## src/design/sound_gen_pkg.sv

```systemverilog
package sound_gen_pkg;

    // noise lfsr
    localparam int lfsr_w = 15;                             // noise shift register width
    localparam logic [lfsr_w-1:0] lfsr_seed = 15'h5a3c;     // any nonzero start value
    localparam int lfsr_tap_a = 14;                         // feedback taps, xored
    localparam int lfsr_tap_b = 13;

    // source bits in the mixer enable word
    localparam int mix_vco1  = 0;
    localparam int mix_vco2  = 1;
    localparam int mix_noise = 2;
    localparam int mix_lfo   = 3;

    // source bits in the modulation select word
    localparam int mod_vco1  = 0;
    localparam int mod_vco2  = 1;
    localparam int mod_noise = 2;

endpackage

```

## src/design/sound_regs_pkg.sv

```systemverilog
package sound_regs_pkg;

    // bus words
    localparam int addr_w = 6;          // io port address, bits 5:4 pick the block
    localparam int data_w = 8;          // byte-wide data bus

    // register offsets, matched against addr[3:0]
    localparam logic [3:0] reg_vco1_lo    = 4'h0;
    localparam logic [3:0] reg_vco1_hi    = 4'h1;
    localparam logic [3:0] reg_vco2_lo    = 4'h2;
    localparam logic [3:0] reg_vco2_hi    = 4'h3;
    localparam logic [3:0] reg_noise_lo   = 4'h4;
    localparam logic [3:0] reg_noise_hi   = 4'h5;
    localparam logic [3:0] reg_lfo_lo     = 4'h6;
    localparam logic [3:0] reg_lfo_hi     = 4'h7;
    localparam logic [3:0] reg_lfo_shift  = 4'h8;   // modulation depth
    localparam logic [3:0] reg_mod_select = 4'h9;   // {noise, vco2, vco1}
    localparam logic [3:0] reg_mixer      = 4'ha;   // {lfo, noise, vco2, vco1}

    // field widths
    localparam int freq_w     = 12;     // vco1, vco2, noise rate words
    localparam int lfo_freq_w = 10;     // lfo rate word
    localparam int shift_w    = 3;
    localparam int mod_w      = 3;
    localparam int mix_w      = 4;

    // values after reset
    localparam logic [freq_w-1:0]     freq_rst     = '0;
    localparam logic [lfo_freq_w-1:0] lfo_freq_rst = '0;
    localparam logic [shift_w-1:0]    shift_rst    = '0;
    localparam logic [mod_w-1:0]      mod_rst      = '0;   // nothing modulated
    localparam logic [mix_w-1:0]      mix_rst      = '0;   // output silent

endpackage
```

## src/design/sound_io_top.sv

```systemverilog
`timescale 1ns/10ps

module sound_io_top #(
    parameter logic [sound_regs_pkg::addr_w-1:0] base_addr = '0,
    parameter int unsigned                       clk_div   = 4
) (
    input  logic                              clk,
    input  logic                              rst_n,
    input  logic [sound_regs_pkg::addr_w-1:0] addr,
    output logic [sound_regs_pkg::data_w-1:0] data_out,
    input  logic [sound_regs_pkg::data_w-1:0] data_in,
    input  logic                              re,
    input  logic                              we,
    output logic                              signal_out     // one-bit sound
);
    logic [sound_regs_pkg::freq_w-1:0]     vco1_freq;
    logic [sound_regs_pkg::freq_w-1:0]     vco2_freq;
    logic [sound_regs_pkg::freq_w-1:0]     noise_freq;
    logic [sound_regs_pkg::lfo_freq_w-1:0] lfo_freq;
    logic [sound_regs_pkg::shift_w-1:0]    lfo_shift;
    logic [sound_regs_pkg::mod_w-1:0]      mod_select;
    logic [sound_regs_pkg::mix_w-1:0]      mixer;
    logic                                  tick;          // from the mixer divider
    logic                                  vco1_out;
    logic                                  vco2_out;
    logic                                  noise_out;
    logic                                  lfo_out;

    sound_io_regs #(.base_addr(base_addr)) u_regs (
        .clk(clk), .rst_n(rst_n), .addr(addr), .data_in(data_in), .re(re), .we(we),
        .data_out(data_out), .vco1_freq(vco1_freq), .vco2_freq(vco2_freq),
        .noise_freq(noise_freq), .lfo_freq(lfo_freq), .lfo_shift(lfo_shift),
        .mod_select(mod_select), .mixer(mixer)
    );

    tone_osc u_vco1 (
        .clk(clk), .rst_n(rst_n), .tick(tick), .freq(vco1_freq), .lfo_out(lfo_out),
        .mod_en(mod_select[sound_gen_pkg::mod_vco1]), .lfo_shift(lfo_shift),
        .tone_out(vco1_out)
    );

    tone_osc u_vco2 (
        .clk(clk), .rst_n(rst_n), .tick(tick), .freq(vco2_freq), .lfo_out(lfo_out),
        .mod_en(mod_select[sound_gen_pkg::mod_vco2]), .lfo_shift(lfo_shift),
        .tone_out(vco2_out)
    );

    // lfo is never modulated, rate word zero-extended
    tone_osc u_lfo (
        .clk(clk), .rst_n(rst_n), .tick(tick),
        .freq({{(sound_regs_pkg::freq_w - sound_regs_pkg::lfo_freq_w){1'b0}}, lfo_freq}),
        .lfo_out(1'b0), .mod_en(1'b0), .lfo_shift(lfo_shift), .tone_out(lfo_out)
    );

    noise_gen u_noise (
        .clk(clk), .rst_n(rst_n), .tick(tick), .freq(noise_freq), .lfo_out(lfo_out),
        .mod_en(mod_select[sound_gen_pkg::mod_noise]), .lfo_shift(lfo_shift),
        .noise_out(noise_out)
    );

    sound_mixer #(.clk_div(clk_div)) u_mixer (
        .clk(clk), .rst_n(rst_n), .vco1_out(vco1_out), .vco2_out(vco2_out),
        .noise_out(noise_out), .lfo_out(lfo_out), .mixer(mixer), .tick(tick),
        .signal_out(signal_out)
    );

endmodule

```

## src/design/sound_mixer.sv

```systemverilog
`timescale 1ns/10ps

module sound_mixer #(
    parameter int unsigned clk_div = 4      // clocks per sound tick, 1 or more
) (
    input  logic                             clk,
    input  logic                             rst_n,
    input  logic                             vco1_out,
    input  logic                             vco2_out,
    input  logic                             noise_out,
    input  logic                             lfo_out,
    input  logic [sound_regs_pkg::mix_w-1:0] mixer,    // source enables
    output logic                             tick,     // one clk wide, every clk_div
    output logic                             signal_out
);
    localparam int cw = $clog2(clk_div + 1);            // at least one bit

    logic [cw-1:0]                    div_cnt;
    logic [sound_regs_pkg::mix_w-1:0] src;              // sources in mixer bit order
    logic                             mix_d;

    always_ff @(posedge clk or negedge rst_n) begin
        if (!rst_n) begin
            div_cnt <= '0;
            tick    <= 1'b0;
        end else if (div_cnt == cw'(clk_div - 1)) begin
            div_cnt <= '0;
            tick    <= 1'b1;                            // first one clk_div clocks out of reset
        end else begin
            div_cnt <= div_cnt + cw'(1);
            tick    <= 1'b0;
        end
    end

    assign src[sound_gen_pkg::mix_vco1]  = vco1_out;
    assign src[sound_gen_pkg::mix_vco2]  = vco2_out;
    assign src[sound_gen_pkg::mix_noise] = noise_out;
    assign src[sound_gen_pkg::mix_lfo]   = lfo_out;

    // disabled sources read as 1 in the and, silent when none enabled
    assign mix_d = (|mixer) & (&(src | ~mixer));

    always_ff @(posedge clk or negedge rst_n) begin
        if (!rst_n) begin
            signal_out <= 1'b0;
        end else begin
            signal_out <= mix_d;                        // one clk behind the sources
        end
    end

endmodule

```

## src/design/noise_gen.sv

```systemverilog
`timescale 1ns/10ps

module noise_gen (
    input  logic                               clk,
    input  logic                               rst_n,
    input  logic                               tick,
    input  logic [sound_regs_pkg::freq_w-1:0]  freq,        // shift every freq+1 ticks
    input  logic                               lfo_out,
    input  logic                               mod_en,
    input  logic [sound_regs_pkg::shift_w-1:0] lfo_shift,
    output logic                               noise_out
);
    localparam int lw = sound_regs_pkg::freq_w + 1;
    localparam int nw = sound_gen_pkg::lfsr_w;

    logic [lw-1:0] cnt;
    logic [lw-1:0] limit;
    logic          mod_q;       // modulation for the running interval
    logic          reach;
    logic          over;
    logic [nw-1:0] lfsr;        // fibonacci, shifts left
    logic          fb;

    // same rate rule as the tone oscillators
    assign limit = lw'(freq) + lw'(1) + (mod_q ? lw'(freq >> lfo_shift) : '0);
    assign reach = tick && ((cnt + lw'(1)) >= limit);
    assign over  = (cnt >= limit);

    assign fb        = lfsr[sound_gen_pkg::lfsr_tap_a] ^ lfsr[sound_gen_pkg::lfsr_tap_b];
    assign noise_out = lfsr[0];                         // newest bit

    always_ff @(posedge clk or negedge rst_n) begin
        if (!rst_n) begin
            cnt   <= '0;
            mod_q <= 1'b0;
            lfsr  <= sound_gen_pkg::lfsr_seed;
        end else if (reach || over) begin
            cnt   <= '0;
            mod_q <= mod_en & lfo_out;
            lfsr  <= {lfsr[nw-2:0], fb};                // one step per reload
        end else if (tick) begin
            cnt <= cnt + lw'(1);
        end
    end

    // a zero lfsr would lock the noise at a constant level
    a_lfsr_live: assert property (@(posedge clk) disable iff (!rst_n) lfsr != '0)
        else $error("noise lfsr reached the all-zero state");

endmodule

```

## src/design/tone_osc.sv

```systemverilog
`timescale 1ns/10ps

module tone_osc (
    input  logic                               clk,
    input  logic                               rst_n,
    input  logic                               tick,        // sound engine step
    input  logic [sound_regs_pkg::freq_w-1:0]  freq,        // half period is freq+1 ticks
    input  logic                               lfo_out,
    input  logic                               mod_en,      // lfo stretches this osc
    input  logic [sound_regs_pkg::shift_w-1:0] lfo_shift,   // depth, freq >> shift added
    output logic                               tone_out
);
    localparam int lw = sound_regs_pkg::freq_w + 1;     // fits 2*freq+1

    logic [lw-1:0] cnt;         // ticks into this half period
    logic [lw-1:0] limit;
    logic          mod_q;       // lfo state caught at the last reload
    logic          reach;       // half period done on this tick
    logic          over;        // rate word shrank under the count

    // modulation holds for a whole half period, rate word is live
    assign limit = lw'(freq) + lw'(1) + (mod_q ? lw'(freq >> lfo_shift) : '0);

    assign reach = tick && ((cnt + lw'(1)) >= limit);
    assign over  = (cnt >= limit);

    always_ff @(posedge clk or negedge rst_n) begin
        if (!rst_n) begin
            cnt      <= '0;
            mod_q    <= 1'b0;
            tone_out <= 1'b0;
        end else if (reach || over) begin
            cnt      <= '0;                 // reload
            mod_q    <= mod_en & lfo_out;
            tone_out <= ~tone_out;          // square wave edge
        end else if (tick) begin
            cnt <= cnt + lw'(1);
        end
    end

    // count only passes its limit in the cycle after the limit moved
    a_cnt_in_range: assert property (@(posedge clk) disable iff (!rst_n)
            over |-> limit != $past(limit))
        else $error("tone counter above its limit with no rate change");

endmodule

```

## src/design/sound_io_regs.sv

```systemverilog
`timescale 1ns/10ps

module sound_io_regs #(
    parameter logic [sound_regs_pkg::addr_w-1:0] base_addr = '0   // only bits 5:4 compared
) (
    input  logic                                  clk,
    input  logic                                  rst_n,
    input  logic [sound_regs_pkg::addr_w-1:0]     addr,
    input  logic [sound_regs_pkg::data_w-1:0]     data_in,
    input  logic                                  re,
    input  logic                                  we,
    output logic [sound_regs_pkg::data_w-1:0]     data_out,     // combinational read-back
    output logic [sound_regs_pkg::freq_w-1:0]     vco1_freq,
    output logic [sound_regs_pkg::freq_w-1:0]     vco2_freq,
    output logic [sound_regs_pkg::freq_w-1:0]     noise_freq,
    output logic [sound_regs_pkg::lfo_freq_w-1:0] lfo_freq,
    output logic [sound_regs_pkg::shift_w-1:0]    lfo_shift,
    output logic [sound_regs_pkg::mod_w-1:0]      mod_select,
    output logic [sound_regs_pkg::mix_w-1:0]      mixer
);
    localparam int aw = sound_regs_pkg::addr_w;
    localparam int dw = sound_regs_pkg::data_w;
    localparam int fw = sound_regs_pkg::freq_w;
    localparam int lw = sound_regs_pkg::lfo_freq_w;

    logic       base_hit;   // upper address bits select this block
    logic [3:0] offset;     // register within the block

    // one decode, shared by write and read
    assign base_hit = (addr[aw-1:aw-2] == base_addr[aw-1:aw-2]);
    assign offset   = addr[aw-3:0];

    always_ff @(posedge clk or negedge rst_n) begin
        if (!rst_n) begin
            vco1_freq  <= sound_regs_pkg::freq_rst;
            vco2_freq  <= sound_regs_pkg::freq_rst;
            noise_freq <= sound_regs_pkg::freq_rst;
            lfo_freq   <= sound_regs_pkg::lfo_freq_rst;
            lfo_shift  <= sound_regs_pkg::shift_rst;
            mod_select <= sound_regs_pkg::mod_rst;
            mixer      <= sound_regs_pkg::mix_rst;
        end else if (we && base_hit) begin
            case (offset)
                sound_regs_pkg::reg_vco1_lo:    vco1_freq[dw-1:0]   <= data_in;
                sound_regs_pkg::reg_vco1_hi:    vco1_freq[fw-1:dw]  <= data_in[fw-dw-1:0];
                sound_regs_pkg::reg_vco2_lo:    vco2_freq[dw-1:0]   <= data_in;
                sound_regs_pkg::reg_vco2_hi:    vco2_freq[fw-1:dw]  <= data_in[fw-dw-1:0];
                sound_regs_pkg::reg_noise_lo:   noise_freq[dw-1:0]  <= data_in;
                sound_regs_pkg::reg_noise_hi:   noise_freq[fw-1:dw] <= data_in[fw-dw-1:0];
                sound_regs_pkg::reg_lfo_lo:     lfo_freq[dw-1:0]    <= data_in;
                sound_regs_pkg::reg_lfo_hi:     lfo_freq[lw-1:dw]   <= data_in[lw-dw-1:0];
                sound_regs_pkg::reg_lfo_shift:
                    lfo_shift  <= data_in[sound_regs_pkg::shift_w-1:0];
                sound_regs_pkg::reg_mod_select:
                    mod_select <= data_in[sound_regs_pkg::mod_w-1:0];
                sound_regs_pkg::reg_mixer:
                    mixer      <= data_in[sound_regs_pkg::mix_w-1:0];
                default: ;                              // 11..15 unmapped, write dropped
            endcase
        end
    end

    always_comb begin
        data_out = '0;                                  // idle bus reads as zero
        if (re && base_hit) begin
            case (offset)
                sound_regs_pkg::reg_vco1_lo:    data_out = vco1_freq[dw-1:0];
                sound_regs_pkg::reg_vco1_hi:    data_out = dw'(vco1_freq[fw-1:dw]);
                sound_regs_pkg::reg_vco2_lo:    data_out = vco2_freq[dw-1:0];
                sound_regs_pkg::reg_vco2_hi:    data_out = dw'(vco2_freq[fw-1:dw]);
                sound_regs_pkg::reg_noise_lo:   data_out = noise_freq[dw-1:0];
                sound_regs_pkg::reg_noise_hi:   data_out = dw'(noise_freq[fw-1:dw]);
                sound_regs_pkg::reg_lfo_lo:     data_out = lfo_freq[dw-1:0];
                sound_regs_pkg::reg_lfo_hi:     data_out = dw'(lfo_freq[lw-1:dw]);
                sound_regs_pkg::reg_lfo_shift:  data_out = dw'(lfo_shift);
                sound_regs_pkg::reg_mod_select: data_out = dw'(mod_select);
                sound_regs_pkg::reg_mixer:      data_out = dw'(mixer);
                default:                        data_out = '0;   // unmapped
            endcase
        end
    end

    // cpu never reads and writes in the same cycle
    a_no_rw_overlap: assert property (@(posedge clk) disable iff (!rst_n) !(re && we))
        else $error("re and we high in the same cycle");

endmodule

```

## config.mk

```make
export PLATFORM = sky130hd
export DESIGN_NAME = sound_io_top
export DESIGN_NICKNAME = d
export VERILOG_FILES = /design/src/design/sound_gen_pkg.sv /design/src/design/sound_regs_pkg.sv /design/src/design/sound_io_top.sv /design/src/design/sound_mixer.sv /design/src/design/noise_gen.sv /design/src/design/tone_osc.sv /design/src/design/sound_io_regs.sv
export SDC_FILE = /design/constraint.sdc
export NUM_CORES = 1
export LEC_CHECK = 0
export BUFFER_PORTS_ARGS = -buffer_cell sky130_fd_sc_hd__buf_2
export CAP_MARGIN = 20
export CORE_MARGIN = 5
export CORE_UTILIZATION = 35
export CTS_BUF_LIST = sky130_fd_sc_hd__clkbuf_8
export CTS_CLUSTER_SIZE = 25
export DETAILED_ROUTE_END_ITERATION = 16
export PLACE_DENSITY = 0.49
export SLEW_MARGIN = 10
export SYNTH_ARGS = -nofsm -noshare
export SYNTH_HDL_FRONTEND = slang
export SYNTH_HIERARCHICAL = 1
export SYNTH_SLANG_ARGS = --single-unit
export TNS_END_PERCENT = 100
```

## constraint.sdc

```tcl
create_clock -name clk -period 7.4 [get_ports clk]
set_input_delay 0 -clock clk [delete_from_list [all_inputs] [get_ports clk]]
set_output_delay 0 -clock clk [all_outputs]
set_load 0.005 [all_outputs]
```

==> results of run 1 <==
layout by cell type (no fill, tap or decap), drive strengths merged, types with 5 or more instances in the layout:
| master | count |
|---|---|
| dfrtp | 127 |
| conb | 12 |
| a211oi | 29 |
| a21boi | 14 |
| a221oi | 6 |
| nor2b | 25 |
| nand3b | 8 |
| nor3 | 18 |
| xor2 | 34 |
| clkinv | 5 |
| mux2 | 85 |
| nor3b | 8 |
| a31oi | 21 |
| o211ai | 11 |
| a21oi | 109 |
| ha | 141 |
| o21ai | 63 |
| o21bai | 8 |
| nand2 | 117 |
| a22o | 15 |
| dlygate4sd3 | 9 |
| xnor2 | 46 |
| a31o | 5 |
| a21o | 16 |
| mux2i | 59 |
| or3 | 8 |
| and3 | 21 |
| maj3 | 12 |
| o21a | 8 |
| and2 | 11 |
| buf | 34 |
| nand2b | 17 |
| clkbuf | 20 |
| inv | 65 |
| a32o | 9 |
| dfstp | 8 |
| nand4 | 5 |
| nand3 | 62 |
| nor2 | 105 |
worst max path at each step:
stage                                  to  slack, ns  cells after the start
final                     u_noise/lfsr[8]       1.48                     23
after global routing        u_vco1/cnt[6]       1.09                     23
after CTS                 u_noise/lfsr[8]       1.52                     23
after detailed placement    u_vco1/cnt[2]       1.57                     24
after global placement      u_vco1/cnt[2]       1.62                     24
after floorplan           u_noise/lfsr[6]       1.99                     25
logic make-up after synthesis:
kind of cell    count (synthesis)  synth area share, %
compound gates                354                 19.1
fa+ha+maj                     157                 15.5
xor+xnor                       80                 5.49
buf+inv                       114                 3.99
other cells                     1               0.0294
flops                         135                 26.6
simple gates                  423                 16.6
mux                           146                 12.8
cell type report:
type / count / area [sq um] / share of cell area [%]
Timing Repair Buffer: 43 / 287 / 2.07
Tap cell: 468 / 586 / 4.23
Sequential cell: 135 / 3390 / 24.5
Multi-Input combinational cell: 1172 / 8900 / 64.3
Inverter: 64 / 240 / 1.74
Clock buffer: 20 / 275 / 1.99
Clock inverter: 12 / 153 / 1.10
routing by layer:
metal  share of wire, %  GRT usage (%)  vias to the layer above
met5                  0              0                        -
met1                 50           23.7                     5046
li1                   -              -                     5188
met2                 45           27.3                      142
met3                2.9           2.55                       34
met4                2.1           5.09                        0
stage by stage:
step                      total power [uW]  hold WS (ns)  utilization, %  setup slack, ns  area, sq um
final                                 3140         0.105            38.1             1.48        13800
after global routing                  3410         0.107            38.1             1.09        13800
after CTS                             3170        0.0844            38.1             1.52        13800
after detailed placement              2460         0.116            36.7             1.57        13300
after global placement                2450         0.122            36.7             1.62        13300
after floorplan                       2090        -0.296               -             1.99        12800
registers in the layout (all words and copies together) (netlist names), 10 cells and up:
name               cells
u_lfo/cnt             13
u_regs/vco1_freq      12
u_noise/cnt           13
u_regs/noise_freq     12
u_vco2/cnt            13
u_vco1/cnt            13
u_regs/vco2_freq      12
u_noise/lfsr          15
u_regs/lfo_freq       10
critical path: cells and delay by family, from the launching register on:
| kind | cells | cell delay [ns] |
|---|---|---|
| AOI/OAI and AO/OA | 11 | 2.14 |
| adders and majority gates | 4 | 1.27 |
| DFF | 1 | 0.77 |
| and+or+nand+nor | 5 | 0.50 |
| buffers and inverters | 1 | 0.49 |
| muxes | 1 | 0.38 |
| xor gates and xnor gates | 1 | 0.26 |
repair_timing:
item	CTS	global route
hold buffers	9	0
resized for setup	0	0
endpoints found under the hold margin	114	0
buffers inserted	0	0
power by group:
part / total, uW / internal (uW) / switching (uW)
clock: 690 / 359 / 331
combinational: 1430 / 633 / 795
sequential: 1020 / 834 / 190
==> flow_summary.ini, run 1 <==
[cts]
clk_pin_slew_ns = 0.09
clockBufferDepth = 2
insertion_delay_ns = 0.48
cts_sinks = 135
cts_tree = built
ctsHtreeMaxLevel = 4
cts_buffers = 17
cts-root-buf = clkbuf_8

[drt]
drc = 0
post_drt_wl_per_cell_um = 17.9
wirelength_mm = 34.3
drtAntennaViolNets = 0
viasPerCell = 5.44
drt_iter0_markers = 725
vias = 10400
dr.pass1.iters = 6

[finish]
nets = 1596
n_antenna_cell = 0
area_growth_pct = 8.43
drive_above_1_share_pct = 14.7
fin_cells = 1914
fillers = 3749

[die]
rows = 70
io_pins = 27
fp.dieH_um = 201
core-area_sq_mm = 0.0363
die_area_sq_mm = 0.0404
start_util_pct = 35.2
die_w_um = 201

[setup_path]
slowest_delay_ns = 0.77
rr_startpoint = u_regs/lfo_shift[0]
crit_start = u_regs/lfo_shift[0]
r2r_setup_slack_ns = 1.48
cp_max_fo = 40
rr_endpoint = u_noise/lfsr[8]
crit_type = reg2reg
path_cells = buf_4 -> nand2_1 -> o21ai_0 -> o21ai_0 -> and2_1 -> ha_1 -> a21o_1 -> a31oi_1 -> nand2_1 -> a21oi_1 -> o21ai_0 -> a21oi_1 -> o21bai_1 -> xnor2_1 -> ha_1 -> nand3_1 -> nor2_1 -> a221o_1 -> maj3_2 -> maj3_2 -> a21oi_4 -> o21ai_4 -> mux2_4
crit_path_frequent_cell = o21ai_0
crit_arrival_ns = 6.29
reg2reg_depth = 23
worst_ep_required_time_ns = 7.77
cp-start-kind = register
cp-end-kind = register
critPathSlowestCell = dfrtp_2

[timing]
worst_slew_pin_slew_ns = 0.983
fmax_ghz = 0.169
setup_tns_ns = 0
finalMaxSlewViolations = 0
fin_crit_sh_pct = 80.1
finClkSkew_ns = 0.0131
hold_viol = 0
final-setup-viol-count = 0
grt_setup_unrepaired = no
relSlewSlack_pct = 34.0
fin_crit_ns = 5.92

[grt]
grt_pass1_vias = 10300
antenna_found_initial = 1
gr-usage-all-layers_pct = 17.0
grt_pass1_wl_mm = 56.1
grt_overflow = 0
grt_max_degree = 80

[run]
cap_violations = 0

[pwr]
p_leak_uw = 0.00622
power_density_mw_per_mm2 = 227
irDropWorstVdd_v = 0.000101

[placed_design]
placed_cells = 1873
port_buffers = 26
dp.final_hpwl_mm = 25.8
gp_congestion = 0.810

[logic_synthesis]
synth_edf_count = 0
syn_area_per_cell_sq_um = 9.05
synth_area_sq_mm = 0.0128
ys_seq_elements = 135
yosysMostFrequentCell = ha_1
synthArstFlopShare_pct = 100
synthDominantCellAreaShare_pct = 24.9
synth_top_cell_by_area = dfrtp_1
synth_cells = 1410
synth_ff_type = dfrtp_1
ys_types = 96
yosysSeqAreaShare_pct = 26.6
netlist_top_cells_count = ha_1 (141), dfrtp_1 (127), nand2_1 (109)
ys.warnings.count = 6
synthTopCellsByArea = dfrtp_1 (25%), ha_1 (14%), mux2_2 (6.4%), mux2i_1 (4.6%), a21oi_1 (4.2%)

[status]
status = finished clean

[min_path]
hp-class = in2async
No activity file was read; power rests on OpenSTA's default activity.
==> run 2: changes to the inputs <==
PLACE_DENSITY = 0.5   (was 0.49)
clock period = 5.4 ns   (was 7.4 ns; I/O delays follow)
==> flow_summary.ini, run 2 (synthesized netlist as in run 1, its figures left out) <==
[status]
status = finished clean

[setup_path]
crit_arrival_ns = 5.62
worst_ep_required_time_ns = 5.82
cp_max_fo = 9
reg2reg_depth = 23
crit_type = reg2reg
cp-end-kind = register
cp-start-kind = register

[finish]
fillers = 3650
fin_cells = 1972
largest-register = u_noise/lfsr
area_growth_pct = 13.6
n_antenna_cell = 0
largest_register_ffs = 15
final_common_cell = ha_1
utilization_pct = 40.0
final_cell_mix = ha_1 (141), dfrtp_1 (125), nand2_1 (109)
drive_above_1_share_pct = 19.9
nets = 1654

[timing]
fmax_ghz = 0.192
worst_slew_pin_slew_ns = 0.913
finClkSkew_ns = 0.0170
hold_viol = 0
relSlewSlack_pct = 39.1
grt_setup_unrepaired = yes
finalMaxSlewViolations = 0
fin_crit_ns = 5.20
final-setup-viol-count = 0
fin_crit_sh_pct = 96.3

[drt]
vias = 10700
dr.pass1.iters = 5
drc = 0
drt_iter0_markers = 641
wirelength_mm = 35.8
drtAntennaViolNets = 0
post_drt_wl_per_cell_um = 18.2
viasPerCell = 5.45

[run]
cap_violations = 0

[placed_design]
placed_cells = 1904
gp_congestion = 0.841
dp.final_hpwl_mm = 26.6
port_buffers = 26

[cts]
cts-root-buf = clkbuf_8
clk_pin_slew_ns = 0.10
cts_tree = built
clockBufferDepth = 2
insertion_delay_ns = 0.49
cts_sinks = 135
ctsHtreeMaxLevel = 4
cts_buffers = 17

[die]
die_w_um = 201
rows = 70
start_util_pct = 35.2
core-area_sq_mm = 0.0363
fp.dieH_um = 201
die_area_sq_mm = 0.0404
io_pins = 27

[min_path]
hp-class = in2reg
holdPathStages = 2

[grt]
grt_overflow = 0
gr-usage-all-layers_pct = 17.3
grt_pass1_vias = 10300
antenna_found_initial = 2
grt_pass1_wl_mm = 56.8
grt_max_degree = 69

[pwr]
switchingPower_uw = 1960
power_density_mw_per_mm2 = 308
comb_power_share_pct = 49.9
switching_share_pct = 43.8
p_leak_uw = 0.00652
intPower_uw = 2510
irDropWorstVdd_v = 0.000147
p_seq_share_pct = 30.8
clockPowerShare_pct = 19.3
## run 2: what timing repair did
action	CTS	global route
hold endpoints to repair	96	0
endpoints found under the setup margin	13	74
resized for setup	2	50
setup buffers	0	22
pin swaps	0	25
gates cloned	0	5
hold buffers	8	0
## run 2: final timing paths
kind | from | end | slack [ns]
max | u_regs/lfo_shift[1] | u_noise/lfsr[3] | 0.20
min in group asynchronous | rst_n | u_vco1/cnt[0] | 0.11
min | data_in[1] | u_regs/vco2_freq[1] | 0.06
min reg2reg | u_mixer/div_cnt[0] | u_mixer/div_cnt[0] | 0.44
max in group asynchronous | rst_n | u_mixer/tick | 3.91
max reg2reg | u_regs/lfo_shift[1] | u_noise/lfsr[3] | 0.20
## run 2: final cells by class
cell class	instances	area, sq um	area share (%)
tap	468	586	4.04
inverter	64	240	1.66
clock buffer	17	234	1.61
timing repair buffer	99	806	5.56
sequential	135	3390	23.4
clock inverter	15	153	1.05
multi-input combinational	1174	9080	62.7
## run 2: metrics by stage
| stage | power [uW] | setup TNS, ns | setup slack [ns] | cell area, sq um | hold slack (ns) |
|---|---|---|---|---|---|
| global placement | 3440 | 0 | 0.0182 | 13600 | 0.0793 |
| detailed placement | 3460 | -0.345 | -0.0473 | 13600 | 0.0823 |
| finish | 4470 | 0 | 0.198 | 14500 | 0.0621 |
| CTS | 4360 | 0 | 0.0270 | 14100 | 0.0230 |
| global route | 4850 | -2.61 | -0.100 | 14500 | 0.0432 |
| floorplan | 2870 | 0 | 0.129 | 12800 | -0.296 |
## run 2: layer usage
| metal | vias to the layer above | routed length (um) | GRT usage (%) |
|---|---|---|---|
| li1 | 5323 | - | - |
| met1 | 5222 | 17800 | 24.6 |
| met2 | 159 | 16300 | 27.4 |
| met3 | 39 | 1050 | 2.33 |
| met4 | 2 | 684 | 4.99 |
| met5 | - | 11 | 0 |
## run 2: power groups by stage
stage	Clock (uW)	Sequential, uW	Combinational (uW)
after floorplan	0	1290	1570
after global placement	0	1390	2040
after detailed placement	0	1390	2070
after CTS	899	1370	2090
after global routing	937	1400	2520
final	862	1380	2230
## run 2: worst max-delay path: stages (launching register included)
cell      delay [ns]
dfrtp_2         0.49
buf_4           0.15
mux2_2          0.34
a21oi_2         0.14
mux2i_1         0.10
nand2_1         0.09
ha_1            0.16
inv_1           0.05
fa_2            0.35
a21o_1          0.23
a221oi_4        0.29
o21ai_1         0.09
a21oi_1         0.16
xor2_1          0.26
ha_1            0.30
a21oi_2         0.12
o21ai_0         0.09
a221o_1         0.30
maj3_2          0.29
maj3_2          0.33
a21oi_4         0.19
buf_6           0.15
o21ai_4         0.12
mux2_4          0.34
==> run 3: changes to the inputs <==
CORE_MARGIN = 4   (was 5)
==> flow_summary.ini, run 3 (synthesized netlist as in run 1, its figures left out) <==
[timing]
relSlewSlack_pct = 44.4
final-setup-viol-count = 0
fin_crit_sh_pct = 95.1
fmax_ghz = 0.195
worst_slew_pin_slew_ns = 0.834
finalMaxSlewViolations = 0
fin_crit_ns = 5.14
finClkSkew_ns = 0.0212
setup_ws_ns = 0.262
hold_viol = 0
grt_setup_unrepaired = yes

[drt]
dr.pass1.iters = 5
drt_iter0_markers = 654
viasPerCell = 5.42
post_drt_wl_per_cell_um = 17.6
drtAntennaViolNets = 0
vias = 10600
drc = 0
wirelength_mm = 34.3

[setup_path]
rr_startpoint = u_regs/lfo_shift[1]
cp-endpoint = u_vco1/cnt[6]
cp-start-kind = register
crit_start = u_regs/lfo_shift[1]
crit_type = reg2reg
rr_endpoint = u_vco1/cnt[6]
cp-end-kind = register
r2r_setup_slack_ns = 0.26
worst_ep_required_time_ns = 5.80
cp_max_fo = 22
crit_arrival_ns = 5.54
reg2reg_depth = 23

[grt]
antenna_found_initial = 0
grt_overflow = 0
grt_pass1_vias = 10400
grt_pass1_wl_mm = 55.7
grt_max_degree = 86
gr-usage-all-layers_pct = 17.5

[pwr]
power_density_mw_per_mm2 = 308
irDropWorstVdd_v = 0.000163
p_leak_uw = 0.00645

[finish]
largest_register_ffs = 15
final_common_cell = ha_1
fillers = 3626
final_cell_mix = ha_1 (141), dfrtp_1 (125), nand2_1 (109)
drive_above_1_share_pct = 18.3
area_growth_pct = 12.0
fin_cells = 1951
multiInputGateArea_sq_mm = 0.00898
register_area_sq_mm = 0.00339
largest-register = u_noise/lfsr
utilization_pct = 40.0
nets = 1639

[placed_design]
placed_cells = 1899
port_buffers = 26
dp.final_hpwl_mm = 26.1
gp_congestion = 0.807
place_ws_ns = 0.0767

[die]
core-area_sq_mm = 0.0357
fp.dieH_um = 199
rows = 69
die_area_sq_mm = 0.0396
io_pins = 27
start_util_pct = 35.7
die_w_um = 199

[cts]
insertion_delay_ns = 0.48
cts_tree = built
cts-root-buf = clkbuf_8
cts_buffers = 17
clk_pin_slew_ns = 0.09
clockBufferDepth = 2
cts_sinks = 135
ctsHtreeMaxLevel = 4

[run]
cap_violations = 0

[status]
status = finished clean

[min_path]
hp-class = in2reg
## run 3: cell types whose count changed in the layout (fill, tap and decap cells not counted), sizes merged
cell and change:
buf -11, clkbuf -2, clkinv +5, clkinvlp -1, diode +1, inv -4, o21ai -2
## run 3: area by class of cell
cell class | instances | area share [%]
clock inverters | 15 | 1.27
inverters | 64 | 1.68
diodes | 1 | 0.0175
repair buffers | 86 | 4.70
well taps | 461 | 4.04
clock buffers | 17 | 1.64
flip-flops and latches | 135 | 23.8
multi-input cells | 1172 | 62.9
## run 3: worst min path at each step
| stage | startpoint | to | slack [ns] | cells past startpoint |
|---|---|---|---|---|
| global route | data_in[0] | u_regs/vco2_freq[0] | 0.02 | 2 |
| floorplan | rst_n | u_lfo/cnt[0] | -0.30 | 0 |
| CTS | data_in[0] | u_regs/lfo_freq[0] | 0.02 | 2 |
| global placement | rst_n | u_vco2/cnt[8] | 0.11 | 1 |
| finish | data_in[0] | u_regs/lfo_freq[0] | 0.05 | 2 |
| detailed placement | rst_n | u_vco2/cnt[8] | 0.12 | 1 |
## run 3: metal layers
layer	global-route usage (%)	part of all wire, %
met1	24.8	50
met5	0	0
met2	28.6	46
met4	3.37	1.1
met3	2.59	3.1
## run 3: what timing repair did
item,in CTS,in global routing
setup buffers,0,9
gates resized for setup,0,35
endpoints found under the setup margin,0,68
hold buffers,8,0
endpoints found under the hold margin,110,0
## run 3: stage by stage
| stage | TNS (ns) | total power, uW | hold WS (ns) | cell area, sq um |
|---|---|---|---|---|
| final | 0 | 4390 | 0.0453 | 14300 |
| after global routing | -0.229 | 4790 | 0.0181 | 14300 |
| after CTS | 0 | 4340 | 0.0169 | 14100 |
| after detailed placement | 0 | 3430 | 0.117 | 13600 |
| after global placement | 0 | 3400 | 0.108 | 13600 |
| after floorplan | 0 | 2870 | -0.296 | 12800 |
## run 3: worst max-delay path, stage by stage (launching register included)
cell      delay, ns
dfrtp_2        0.42
buf_12         0.19
mux2_2         0.37
o21ai_0        0.34
mux2_2         0.23
nor2_1         0.04
ha_1           0.33
o21ai_0        0.16
a21oi_1        0.08
o21a_1         0.18
nor2_1         0.15
o21bai_1       0.08
a21oi_1        0.17
xor2_1         0.22
ha_1           0.29
nand3_1        0.08
nor2_1         0.04
a221o_2        0.36
maj3_2         0.31
maj3_2         0.37
a211oi_4       0.26
buf_6          0.19
nand3_1        0.08
o21ai_1        0.12
## run 3: where the power goes
| part | switching (uW) | internal [uW] |
|---|---|---|
| Combinational | 1180 | 972 |
| Sequential | 217 | 1140 |
| Clock | 525 | 354 |
